===== config.mk =====
export PLATFORM = sky130hd
export DESIGN_NAME = sysctl_top
export DESIGN_NICKNAME = d
export VERILOG_FILES = /design/src/hw/sysctl_pkg.sv /design/src/hw/reset_sequencer.sv /design/src/hw/wb_csr_bridge.sv /design/src/hw/gpio_ctl.sv /design/src/hw/sys_timer.sv /design/src/hw/sysctl_top.sv
export SDC_FILE = /design/constraint.sdc
export NUM_CORES = 1
export LEC_CHECK = 0
export BUFFER_PORTS_ARGS = -buffer_cell sky130_fd_sc_hd__buf_2
export CAP_MARGIN = 10
export CELL_PAD_IN_SITES_DETAIL_PLACEMENT = 1
export CELL_PAD_IN_SITES_GLOBAL_PLACEMENT = 1
export CORE_ASPECT_RATIO = 1.1
export CORE_MARGIN = 4
export CORE_UTILIZATION = 45
export CTS_CLUSTER_SIZE = 20
export DETAILED_ROUTE_END_ITERATION = 8
export GPL_TIMING_DRIVEN = 1
export HOLD_SLACK_MARGIN = 0.15
export PLACE_DENSITY_LB_ADDON = 0.05
export SKIP_CTS_REPAIR_TIMING = 1
export SLEW_MARGIN = 30
export SYNTH_ARGS = -nofsm -noshare
export SYNTH_HDL_FRONTEND = slang
export SYNTH_HIERARCHICAL = 1
export SYNTH_SLANG_ARGS = --single-unit

===== constraint.sdc =====
create_clock -name sys_clk -period 2.8 [get_ports sys_clk]
set_input_delay 0.14 -clock sys_clk [delete_from_list [all_inputs] [get_ports sys_clk]]
set_output_delay 0.14 -clock sys_clk [all_outputs]
set_load 0.005 [all_outputs]

===== src/hw/sysctl_pkg.sv =====
// Shared CSR widths, bank numbers, register offsets and keys; import into any block on the CSR bus

package sysctl_pkg;

	// ------------------------------
	// Bus word types
	// ------------------------------
	typedef logic [31:0] wb_addr_t;
	typedef logic [31:0] csr_data_t;
	// Word address without the byte bits
	typedef logic [13:0] csr_addr_t;
	typedef logic [3:0]  csr_bank_t;
	typedef logic [9:0]  csr_reg_t;
	typedef logic [2:0]  irq_vec_t;

	// Interrupt vector bit positions
	localparam int IRQ_GPIO   = 0;
	localparam int IRQ_TIMER0 = 1;
	localparam int IRQ_TIMER1 = 2;

	// ------------------------------
	// CSR map
	// ------------------------------
	localparam csr_bank_t GPIO_BANK   = 4'd1;
	localparam csr_bank_t TIMER0_BANK = 4'd2;
	localparam csr_bank_t TIMER1_BANK = 4'd3;

	localparam csr_reg_t GPIO_IN      = 10'd0;
	localparam csr_reg_t GPIO_OUT     = 10'd1;
	localparam csr_reg_t GPIO_MASK    = 10'd2;
	localparam csr_reg_t GPIO_PENDING = 10'd3;
	localparam csr_reg_t GPIO_RESET   = 10'd4;

	localparam csr_reg_t TIMER_CTRL    = 10'd0;
	localparam csr_reg_t TIMER_COMPARE = 10'd1;
	localparam csr_reg_t TIMER_COUNTER = 10'd2;

	// Magic value that triggers a full system reset
	localparam csr_data_t HARD_RESET_KEY = 32'h0000_5A5A;

	// Upper address bits select the bank
	function automatic csr_bank_t csr_bank_of(input csr_addr_t a);
		return a[13:10];
	endfunction

	function automatic csr_reg_t csr_reg_of(input csr_addr_t a);
		return a[9:0];
	endfunction

endpackage


===== src/hw/reset_sequencer.sv =====
// Debounced system reset with early flash reset release; drive from the external reset trigger
`timescale 1ns/1ps

module reset_sequencer #(
	parameter int DEBOUNCE_CYCLES  = 16,
	parameter int FLASH_RST_CYCLES = 8
) (
	input  logic sys_clk,
	input  logic trigger_reset,
	input  logic hard_reset_i,
	output logic sys_rst_o,
	output logic flash_rst_n_o
);

	// Flash must leave reset before the system does,
	// so FLASH_RST_CYCLES stays below DEBOUNCE_CYCLES
	localparam int DEB_W   = $clog2(DEBOUNCE_CYCLES + 1);
	localparam int FLASH_W = $clog2(FLASH_RST_CYCLES + 1);

	logic               trigger;
	logic [DEB_W-1:0]   debounce_cnt;
	logic [FLASH_W-1:0] flash_cnt;

	assign trigger = trigger_reset | hard_reset_i;

	// ------------------------------
	// Debounce counter
	// ------------------------------
	always_ff @(posedge sys_clk) begin
		if (trigger) begin
			debounce_cnt <= DEB_W'(DEBOUNCE_CYCLES);
		end else if (debounce_cnt != '0) begin
			debounce_cnt <= debounce_cnt - 1'b1;
		end
	end

	// Held high while triggered, falls one cycle after the count expires
	always_ff @(posedge sys_clk) begin
		sys_rst_o <= trigger | (debounce_cnt != '0);
	end

	// ------------------------------
	// Flash release counter
	// ------------------------------
	always_ff @(posedge sys_clk) begin
		if (trigger) begin
			flash_cnt <= FLASH_W'(FLASH_RST_CYCLES);
		end else if (flash_cnt != '0) begin
			flash_cnt <= flash_cnt - 1'b1;
		end
	end

	assign flash_rst_n_o = (flash_cnt == '0);

endmodule


===== src/hw/wb_csr_bridge.sv =====
// Wishbone slave to CSR bus bridge; each access runs a fixed four-cycle sequence ending in ack
`timescale 1ns/1ps

module wb_csr_bridge (
	input  logic                  sys_clk,
	input  logic                  sys_rst_i,
	input  sysctl_pkg::wb_addr_t  wb_adr_i,
	input  sysctl_pkg::csr_data_t wb_dat_i,
	input  logic                  wb_we_i,
	input  logic                  wb_cyc_i,
	input  logic                  wb_stb_i,
	output sysctl_pkg::csr_data_t wb_dat_o,
	output logic                  wb_ack_o,
	output sysctl_pkg::csr_addr_t csr_a_o,
	output logic                  csr_we_o,
	output sysctl_pkg::csr_data_t csr_dw_o,
	input  sysctl_pkg::csr_data_t csr_di_i
);
	import sysctl_pkg::*;

	typedef enum logic [1:0] {
		IDLE,
		ADDR,
		READ,
		ACK
	} state_t;

	state_t state;
	logic   accept;

	assign accept = (state == IDLE) & wb_cyc_i & wb_stb_i;

	// ------------------------------
	// Access sequencer
	// ------------------------------
	always_ff @(posedge sys_clk) begin
		if (sys_rst_i) begin
			state    <= IDLE;
			csr_we_o <= 1'b0;
			wb_ack_o <= 1'b0;
		end else begin
			csr_we_o <= 1'b0;
			wb_ack_o <= 1'b0;
			case (state)
				IDLE: begin
					if (accept) begin
						state    <= ADDR;
						csr_we_o <= wb_we_i;
					end
				end
				// Banks see the address now and answer next cycle
				ADDR: state <= READ;
				READ: begin
					state    <= ACK;
					wb_ack_o <= 1'b1;
				end
				default: state <= IDLE;
			endcase
		end
	end

	// Address and write data captured on acceptance
	always_ff @(posedge sys_clk) begin
		if (accept) begin
			csr_a_o  <= wb_adr_i[15:2];
			csr_dw_o <= wb_dat_i;
		end
	end

	// OR-combined bank data is valid in READ
	always_ff @(posedge sys_clk) begin
		if (state == READ) begin
			wb_dat_o <= csr_di_i;
		end
	end

endmodule


===== src/hw/gpio_ctl.sv =====
// GPIO CSR bank with change interrupts and hard reset request; instantiate once on the CSR bus
`timescale 1ns/1ps

module gpio_ctl #(
	parameter sysctl_pkg::csr_bank_t BANK = 4'd1,
	parameter int NINPUTS  = 7,
	parameter int NOUTPUTS = 2
) (
	input  logic                  sys_clk,
	input  logic                  sys_rst_i,
	input  sysctl_pkg::csr_addr_t csr_a_i,
	input  logic                  csr_we_i,
	input  sysctl_pkg::csr_data_t csr_di_i,
	output sysctl_pkg::csr_data_t csr_do_o,
	input  logic [NINPUTS-1:0]    gpio_in_i,
	output logic [NOUTPUTS-1:0]   gpio_out_o,
	output logic                  irq_o,
	output logic                  hard_reset_o
);
	import sysctl_pkg::*;

	logic [NINPUTS-1:0] in_meta;
	logic [NINPUTS-1:0] in_sync;
	logic [NINPUTS-1:0] in_prev;
	logic [NINPUTS-1:0] mask;
	logic [NINPUTS-1:0] pending;
	logic [NINPUTS-1:0] changed;
	logic               sel;
	logic               wr;
	csr_reg_t           reg_idx;

	assign sel     = (csr_bank_of(csr_a_i) == BANK);
	assign wr      = sel & csr_we_i;
	assign reg_idx = csr_reg_of(csr_a_i);

	// ------------------------------
	// Input synchronizer
	// ------------------------------
	always_ff @(posedge sys_clk) begin
		in_meta <= gpio_in_i;
		in_sync <= in_meta;
		in_prev <= in_sync;
	end

	assign changed = in_sync ^ in_prev;

	// ------------------------------
	// Control registers
	// ------------------------------
	always_ff @(posedge sys_clk) begin
		if (sys_rst_i) begin
			gpio_out_o   <= '0;
			mask         <= '0;
			pending      <= '0;
			hard_reset_o <= 1'b0;
		end else begin
			hard_reset_o <= wr & (reg_idx == GPIO_RESET) & (csr_di_i == HARD_RESET_KEY);
			if (wr && reg_idx == GPIO_OUT) begin
				gpio_out_o <= csr_di_i[NOUTPUTS-1:0];
			end
			if (wr && reg_idx == GPIO_MASK) begin
				mask <= csr_di_i[NINPUTS-1:0];
			end
			// A new edge wins over a write-1 clear in the same cycle
			if (wr && reg_idx == GPIO_PENDING) begin
				pending <= (pending & ~csr_di_i[NINPUTS-1:0]) | (changed & mask);
			end else begin
				pending <= pending | (changed & mask);
			end
		end
	end

	assign irq_o = |pending;

	// Read port drives zero when another bank is addressed
	always_ff @(posedge sys_clk) begin
		if (sys_rst_i) begin
			csr_do_o <= '0;
		end else begin
			csr_do_o <= '0;
			if (sel) begin
				case (reg_idx)
					GPIO_IN:      csr_do_o <= csr_data_t'(in_sync);
					GPIO_OUT:     csr_do_o <= csr_data_t'(gpio_out_o);
					GPIO_MASK:    csr_do_o <= csr_data_t'(mask);
					GPIO_PENDING: csr_do_o <= csr_data_t'(pending);
					default:      csr_do_o <= '0;
				endcase
			end
		end
	end

endmodule


===== src/hw/sys_timer.sv =====
// Interval timer CSR bank with match interrupt and autorestart; instantiate once per bank number
`timescale 1ns/1ps

module sys_timer #(
	parameter sysctl_pkg::csr_bank_t BANK = 4'd2
) (
	input  logic                  sys_clk,
	input  logic                  sys_rst_i,
	input  sysctl_pkg::csr_addr_t csr_a_i,
	input  logic                  csr_we_i,
	input  sysctl_pkg::csr_data_t csr_di_i,
	output sysctl_pkg::csr_data_t csr_do_o,
	output logic                  irq_o
);
	import sysctl_pkg::*;

	// CTRL bit positions
	localparam int CTRL_EN   = 0;
	localparam int CTRL_AUTO = 1;
	localparam int CTRL_DONE = 2;

	logic      enable;
	logic      autorestart;
	logic      done;
	csr_data_t compare;
	csr_data_t counter;
	logic      sel;
	logic      wr;
	csr_reg_t  reg_idx;

	assign sel     = (csr_bank_of(csr_a_i) == BANK);
	assign wr      = sel & csr_we_i;
	assign reg_idx = csr_reg_of(csr_a_i);

	// ------------------------------
	// Counter and match logic
	// ------------------------------
	always_ff @(posedge sys_clk) begin
		if (sys_rst_i) begin
			enable      <= 1'b0;
			autorestart <= 1'b0;
			done        <= 1'b0;
			compare     <= '0;
			counter     <= '0;
			irq_o       <= 1'b0;
		end else begin
			irq_o <= 1'b0;
			if (enable) begin
				if (counter == compare) begin
					irq_o <= 1'b1;
					done  <= 1'b1;
					// One-shot mode stops and holds at the compare value
					if (autorestart) begin
						counter <= '0;
					end else begin
						enable <= 1'b0;
					end
				end else begin
					counter <= counter + 1'b1;
				end
			end
			// Bus writes take priority over the running count
			if (wr && reg_idx == TIMER_CTRL) begin
				enable      <= csr_di_i[CTRL_EN];
				autorestart <= csr_di_i[CTRL_AUTO];
				done        <= 1'b0;
			end
			if (wr && reg_idx == TIMER_COMPARE) begin
				compare <= csr_di_i;
			end
			if (wr && reg_idx == TIMER_COUNTER) begin
				counter <= csr_di_i;
			end
		end
	end

	// Read port
	always_ff @(posedge sys_clk) begin
		if (sys_rst_i) begin
			csr_do_o <= '0;
		end else begin
			csr_do_o <= '0;
			if (sel) begin
				case (reg_idx)
					TIMER_CTRL: begin
						csr_do_o[CTRL_EN]   <= enable;
						csr_do_o[CTRL_AUTO] <= autorestart;
						csr_do_o[CTRL_DONE] <= done;
					end
					TIMER_COMPARE: csr_do_o <= compare;
					TIMER_COUNTER: csr_do_o <= counter;
					default:       csr_do_o <= '0;
				endcase
			end
		end
	end

endmodule


===== src/hw/sysctl_top.sv =====
// System controller top; connects reset sequencing, the Wishbone to CSR bridge and the CSR banks
`timescale 1ns/1ps

module sysctl_top #(
	parameter int NINPUTS          = 7,
	parameter int NOUTPUTS         = 2,
	parameter int DEBOUNCE_CYCLES  = 16,
	parameter int FLASH_RST_CYCLES = 8
) (
	input  logic                  sys_clk,
	input  logic                  trigger_reset,
	input  sysctl_pkg::wb_addr_t  wb_adr_i,
	input  sysctl_pkg::csr_data_t wb_dat_i,
	input  logic                  wb_we_i,
	input  logic                  wb_cyc_i,
	input  logic                  wb_stb_i,
	output sysctl_pkg::csr_data_t wb_dat_o,
	output logic                  wb_ack_o,
	input  logic [NINPUTS-1:0]    gpio_in_i,
	output logic [NOUTPUTS-1:0]   gpio_out_o,
	output sysctl_pkg::irq_vec_t  irq_o,
	output logic                  flash_rst_n_o,
	output logic                  periph_rst_n_o
);
	import sysctl_pkg::*;

	logic      sys_rst;
	logic      hard_reset;
	csr_addr_t csr_a;
	logic      csr_we;
	csr_data_t csr_dw;
	csr_data_t csr_dr_gpio;
	csr_data_t csr_dr_timer0;
	csr_data_t csr_dr_timer1;
	logic      gpio_irq;
	logic      timer0_irq;
	logic      timer1_irq;

	// ------------------------------
	// Reset and bus bridge
	// ------------------------------
	reset_sequencer #(
		.DEBOUNCE_CYCLES (DEBOUNCE_CYCLES),
		.FLASH_RST_CYCLES(FLASH_RST_CYCLES)
	) u_reset (
		.sys_clk      (sys_clk),
		.trigger_reset(trigger_reset),
		.hard_reset_i (hard_reset),
		.sys_rst_o    (sys_rst),
		.flash_rst_n_o(flash_rst_n_o)
	);

	assign periph_rst_n_o = ~sys_rst;

	// Banks drive zero when not addressed, so OR is enough
	wb_csr_bridge u_bridge (
		.sys_clk  (sys_clk),
		.sys_rst_i(sys_rst),
		.wb_adr_i (wb_adr_i),
		.wb_dat_i (wb_dat_i),
		.wb_we_i  (wb_we_i),
		.wb_cyc_i (wb_cyc_i),
		.wb_stb_i (wb_stb_i),
		.wb_dat_o (wb_dat_o),
		.wb_ack_o (wb_ack_o),
		.csr_a_o  (csr_a),
		.csr_we_o (csr_we),
		.csr_dw_o (csr_dw),
		.csr_di_i (csr_dr_gpio | csr_dr_timer0 | csr_dr_timer1)
	);

	// ------------------------------
	// CSR banks
	// ------------------------------
	gpio_ctl #(
		.BANK    (GPIO_BANK),
		.NINPUTS (NINPUTS),
		.NOUTPUTS(NOUTPUTS)
	) u_gpio (
		.sys_clk     (sys_clk),
		.sys_rst_i   (sys_rst),
		.csr_a_i     (csr_a),
		.csr_we_i    (csr_we),
		.csr_di_i    (csr_dw),
		.csr_do_o    (csr_dr_gpio),
		.gpio_in_i   (gpio_in_i),
		.gpio_out_o  (gpio_out_o),
		.irq_o       (gpio_irq),
		.hard_reset_o(hard_reset)
	);

	sys_timer #(.BANK(TIMER0_BANK)) u_timer0 (
		.sys_clk  (sys_clk),
		.sys_rst_i(sys_rst),
		.csr_a_i  (csr_a),
		.csr_we_i (csr_we),
		.csr_di_i (csr_dw),
		.csr_do_o (csr_dr_timer0),
		.irq_o    (timer0_irq)
	);

	sys_timer #(.BANK(TIMER1_BANK)) u_timer1 (
		.sys_clk  (sys_clk),
		.sys_rst_i(sys_rst),
		.csr_a_i  (csr_a),
		.csr_we_i (csr_we),
		.csr_di_i (csr_dw),
		.csr_do_o (csr_dr_timer1),
		.irq_o    (timer1_irq)
	);

	assign irq_o[IRQ_GPIO]   = gpio_irq;
	assign irq_o[IRQ_TIMER0] = timer0_irq;
	assign irq_o[IRQ_TIMER1] = timer1_irq;

endmodule


==> flow_metrics.env <==
export IMPL_period_minus_slack_ps=2560
export IMPL_fin_skew_ps=22.0
export IMPL_syn_inst=1526
export IMPL_drc=0
export IMPL_rsz0062_at_grt="no"
export IMPL_critPathCaptureType="flop"
export IMPL_rows=70
export IMPL_antenna_found_initial=1
export IMPL_core_mm2=0.0333
export IMPL_antenna_cells=0
export IMPL_boundaryPins=116
export IMPL_area_growth_pct=17.6
export IMPL_hpwl_um=33000
export IMPL_vias_per_cell=5.79
export IMPL_ant_nets=0
export IMPL_layout_nets=1740
export IMPL_clk_latency_ps=540
export IMPL_grt_remaining_overflow=0
export IMPL_grt_pass1_wl_um=73200
export IMPL_worstMarginPinSlew_ps=685
export IMPL_start_util=0.456
export IMPL_synth_yosys_seq_area_share=0.496
export IMPL_syn_area_per_cell_um2=9.94
export IMPL_start_kind="flop"
export IMPL_final_setup_viol_count=0
export IMPL_max_cap_viol_count=0
export IMPL_totalWireLength_um=48500
export IMPL_grt_start_max_net_pins=80
export IMPL_cts_clk_slew_worst_paths_ps=60
export IMPL_path_class="reg2reg"
export IMPL_cts_tree="yes"
export IMPL_synthArstFlopShare=0
export IMPL_p_leak_nw=6.29
export IMPL_r2r_end="u_timer0/counter[31]"
export IMPL_drt_initial_drc_count=849
export IMPL_yosys_warnings=6
export IMPL_min_from="gpio_in_i[6]"
export IMPL_synth_edf_count=78
export IMPL_critPathMaxStageDelay_ps=540
export IMPL_finalSetupTns_ps=0
export IMPL_min_path_cells=2
export IMPL_p_per_area_mw_per_mm2=608
export IMPL_crit_fanout=8
export IMPL_io_buffer_count=97
export IMPL_routedWlPerCell_um=22.9
export IMPL_maxSlewViolCount=0
export IMPL_slowest_stage="or3_1"
export IMPL_root_buffer="clkbuf_16"
export IMPL_slew_headroom=0.543
export IMPL_r2r_cells=6
export IMPL_grt_pass1_vias=12288
export IMPL_cp_required_ps=3210
export IMPL_syn_area_mm2=0.0152
export IMPL_drive_above_1_share=0.170
export IMPL_vias=12260
export IMPL_grt_usage=0.253
export IMPL_r2r_slack_ps=240
export IMPL_rr_startpoint="u_timer0/counter[7]"
export IMPL_path_cells="nand4_2, or3_1, nor4_1, mux2_2, a221oi_1, nor3_1"
export IMPL_cts_buffers=37
export IMPL_ys_seq_elements=337
export IMPL_htreeDepth=2
export IMPL_synth_cell_types=78
export IMPL_holdPathEnd="u_gpio/in_meta[6]"
export IMPL_die_x_um=183
export IMPL_outcome="complete, no violations"
export IMPL_utilization=0.536
export IMPL_final_hold_viol_count=0
export IMPL_cp_buffers_inverters=0
export IMPL_clock_sink_count=337
export IMPL_dieArea_mm2=0.0367
export IMPL_hold_class="in2reg"
export IMPL_ir_drop_mv=0.449
export IMPL_arrival_ps=2970
export IMPL_gp_congestion=0.834
export IMPL_cp_top_family="simple AND/OR/NAND/NOR gates"
export IMPL_synthFlopType="dfxtp_1"
export IMPL_drtPass1Iterations=5
export IMPL_cts_max_path_buffers=3
export IMPL_timing_final_crit_share=0.914
export IMPL_fmax_mhz=391
export IMPL_dieHeight_um=201
## cell type report
class                           instances  area (um2)
Tap cell                              432         541
Multi-Input combinational cell       1042        6850
Clock inverter                         22         216
Sequential cell                       337        7530
Clock buffer                           46        1030
Fill cell                            3714       15400
Inverter                               21        78.8
Timing Repair Buffer                  217        1590
## metal layers
layer / track usage / wire (um) / vias to the layer above
li1: - / - / 5750
met1: 0.341 / 21400 / 6148
met2: 0.425 / 23700 / 288
met3: 0.0337 / 2000 / 74
met4: 0.0745 / 1380 / 0
met5: 0 / 0 / -
## kinds of logic after synthesis
group           Yosys count  synth area share
fa+ha+maj                 8           0.00660
xor+xnor                 80            0.0467
other cells               1          0.000247
buf+inv                 171            0.0600
mux                     106            0.0737
simple gates            588             0.199
compound gates          235             0.118
flops                   337             0.496
## worst register-to-register path, delay by kind of cell (launching register included)
family | cells | cell delay, ps
AO/OA/AOI/OAI | 1 | 250
flip-flops | 1 | 480
multiplexers | 1 | 390
AND/OR/NAND/NOR | 4 | 1310
## how the worst max path moves through the flow
stage,end,cells past startpoint,slack (ps),start
4_1_cts,u_timer0/counter[31],6,220,u_timer0/counter[7]
6_report,u_timer0/counter[31],6,240,u_timer0/counter[7]
2_1_floorplan,u_timer0/counter[21],9,600,u_timer0/counter[0]
5_1_grt,u_timer1/counter[7],7,40,u_timer1/counter[5]
3_5_place_dp,u_timer0/counter[31],6,240,u_timer0/counter[7]
3_3_place_gp,u_timer0/counter[31],6,290,u_timer0/counter[7]
## power by group
part / total, mW / switching, mW / internal (mW)
registers: 5.26 / 0.166 / 5.09
logic: 0.599 / 0.308 / 0.291
clock network: 4.99 / 2.08 / 2.92
## layout by cell type (no fill, tap or decap), types with 23 or more instances in the layout
cell type	count
nand2b_1	24
dlygate4sd3_1	57
a221oi_1	41
mux2i_1	79
xnor2_1	39
dfxtp_1	258
nor3_1	66
a22oi_1	70
buf_2	97
nand3_1	39
nor4_1	34
conb_1	25
nand2_1	69
mux2_2	25
o21ai_0	29
nor2_1	225
or3_1	35
nand4_1	23
buf_4	58
clkbuf_16	38
edfxtp_1	78
xor2_1	40
## through the flow
step	hold WS [ps]	power (mW)	setup slack [ps]	cell area, um2	cells
after floorplan	168	5.70	598	15300	1550
after global placement	242	5.87	285	16000	1992
after detailed placement	244	5.90	235	16000	1992
after CTS	-325	10.9	224	17300	2060
after global routing	227	11.2	42.5	17800	2117
final	233	10.8	242	17800	2117
## sequential cells by signal, indices dropped and copies added, names as in the netlist, 14 cells and up
signal / cells
u_timer0/compare: 32
u_timer1/csr_do_o: 32
u_timer0/csr_do_o: 32
u_timer1/counter: 32
u_timer1/compare: 32
u_bridge/csr_a_o: 14
u_bridge/wb_dat_o: 32
u_timer0/counter: 32
u_bridge/csr_dw_o: 32
## synthesized netlist by cell type (39+ instances only)
| master | instances | area [um2] |
|---|---|---|
| a221oi_1 | 41 | 359 |
| xor2_1 | 40 | 350 |
| clkbuf_1 | 73 | 274 |
| a22oi_1 | 70 | 526 |
| nand3_1 | 39 | 195 |
| nor2_1 | 225 | 845 |
| nand2_1 | 69 | 259 |
| edfxtp_1 | 78 | 2340 |
| dfxtp_1 | 259 | 5180 |
| mux2i_1 | 79 | 791 |
| nor3_1 | 66 | 330 |
| xnor2_1 | 39 | 342 |
Note: power is estimated with default switching activity, not from simulation.
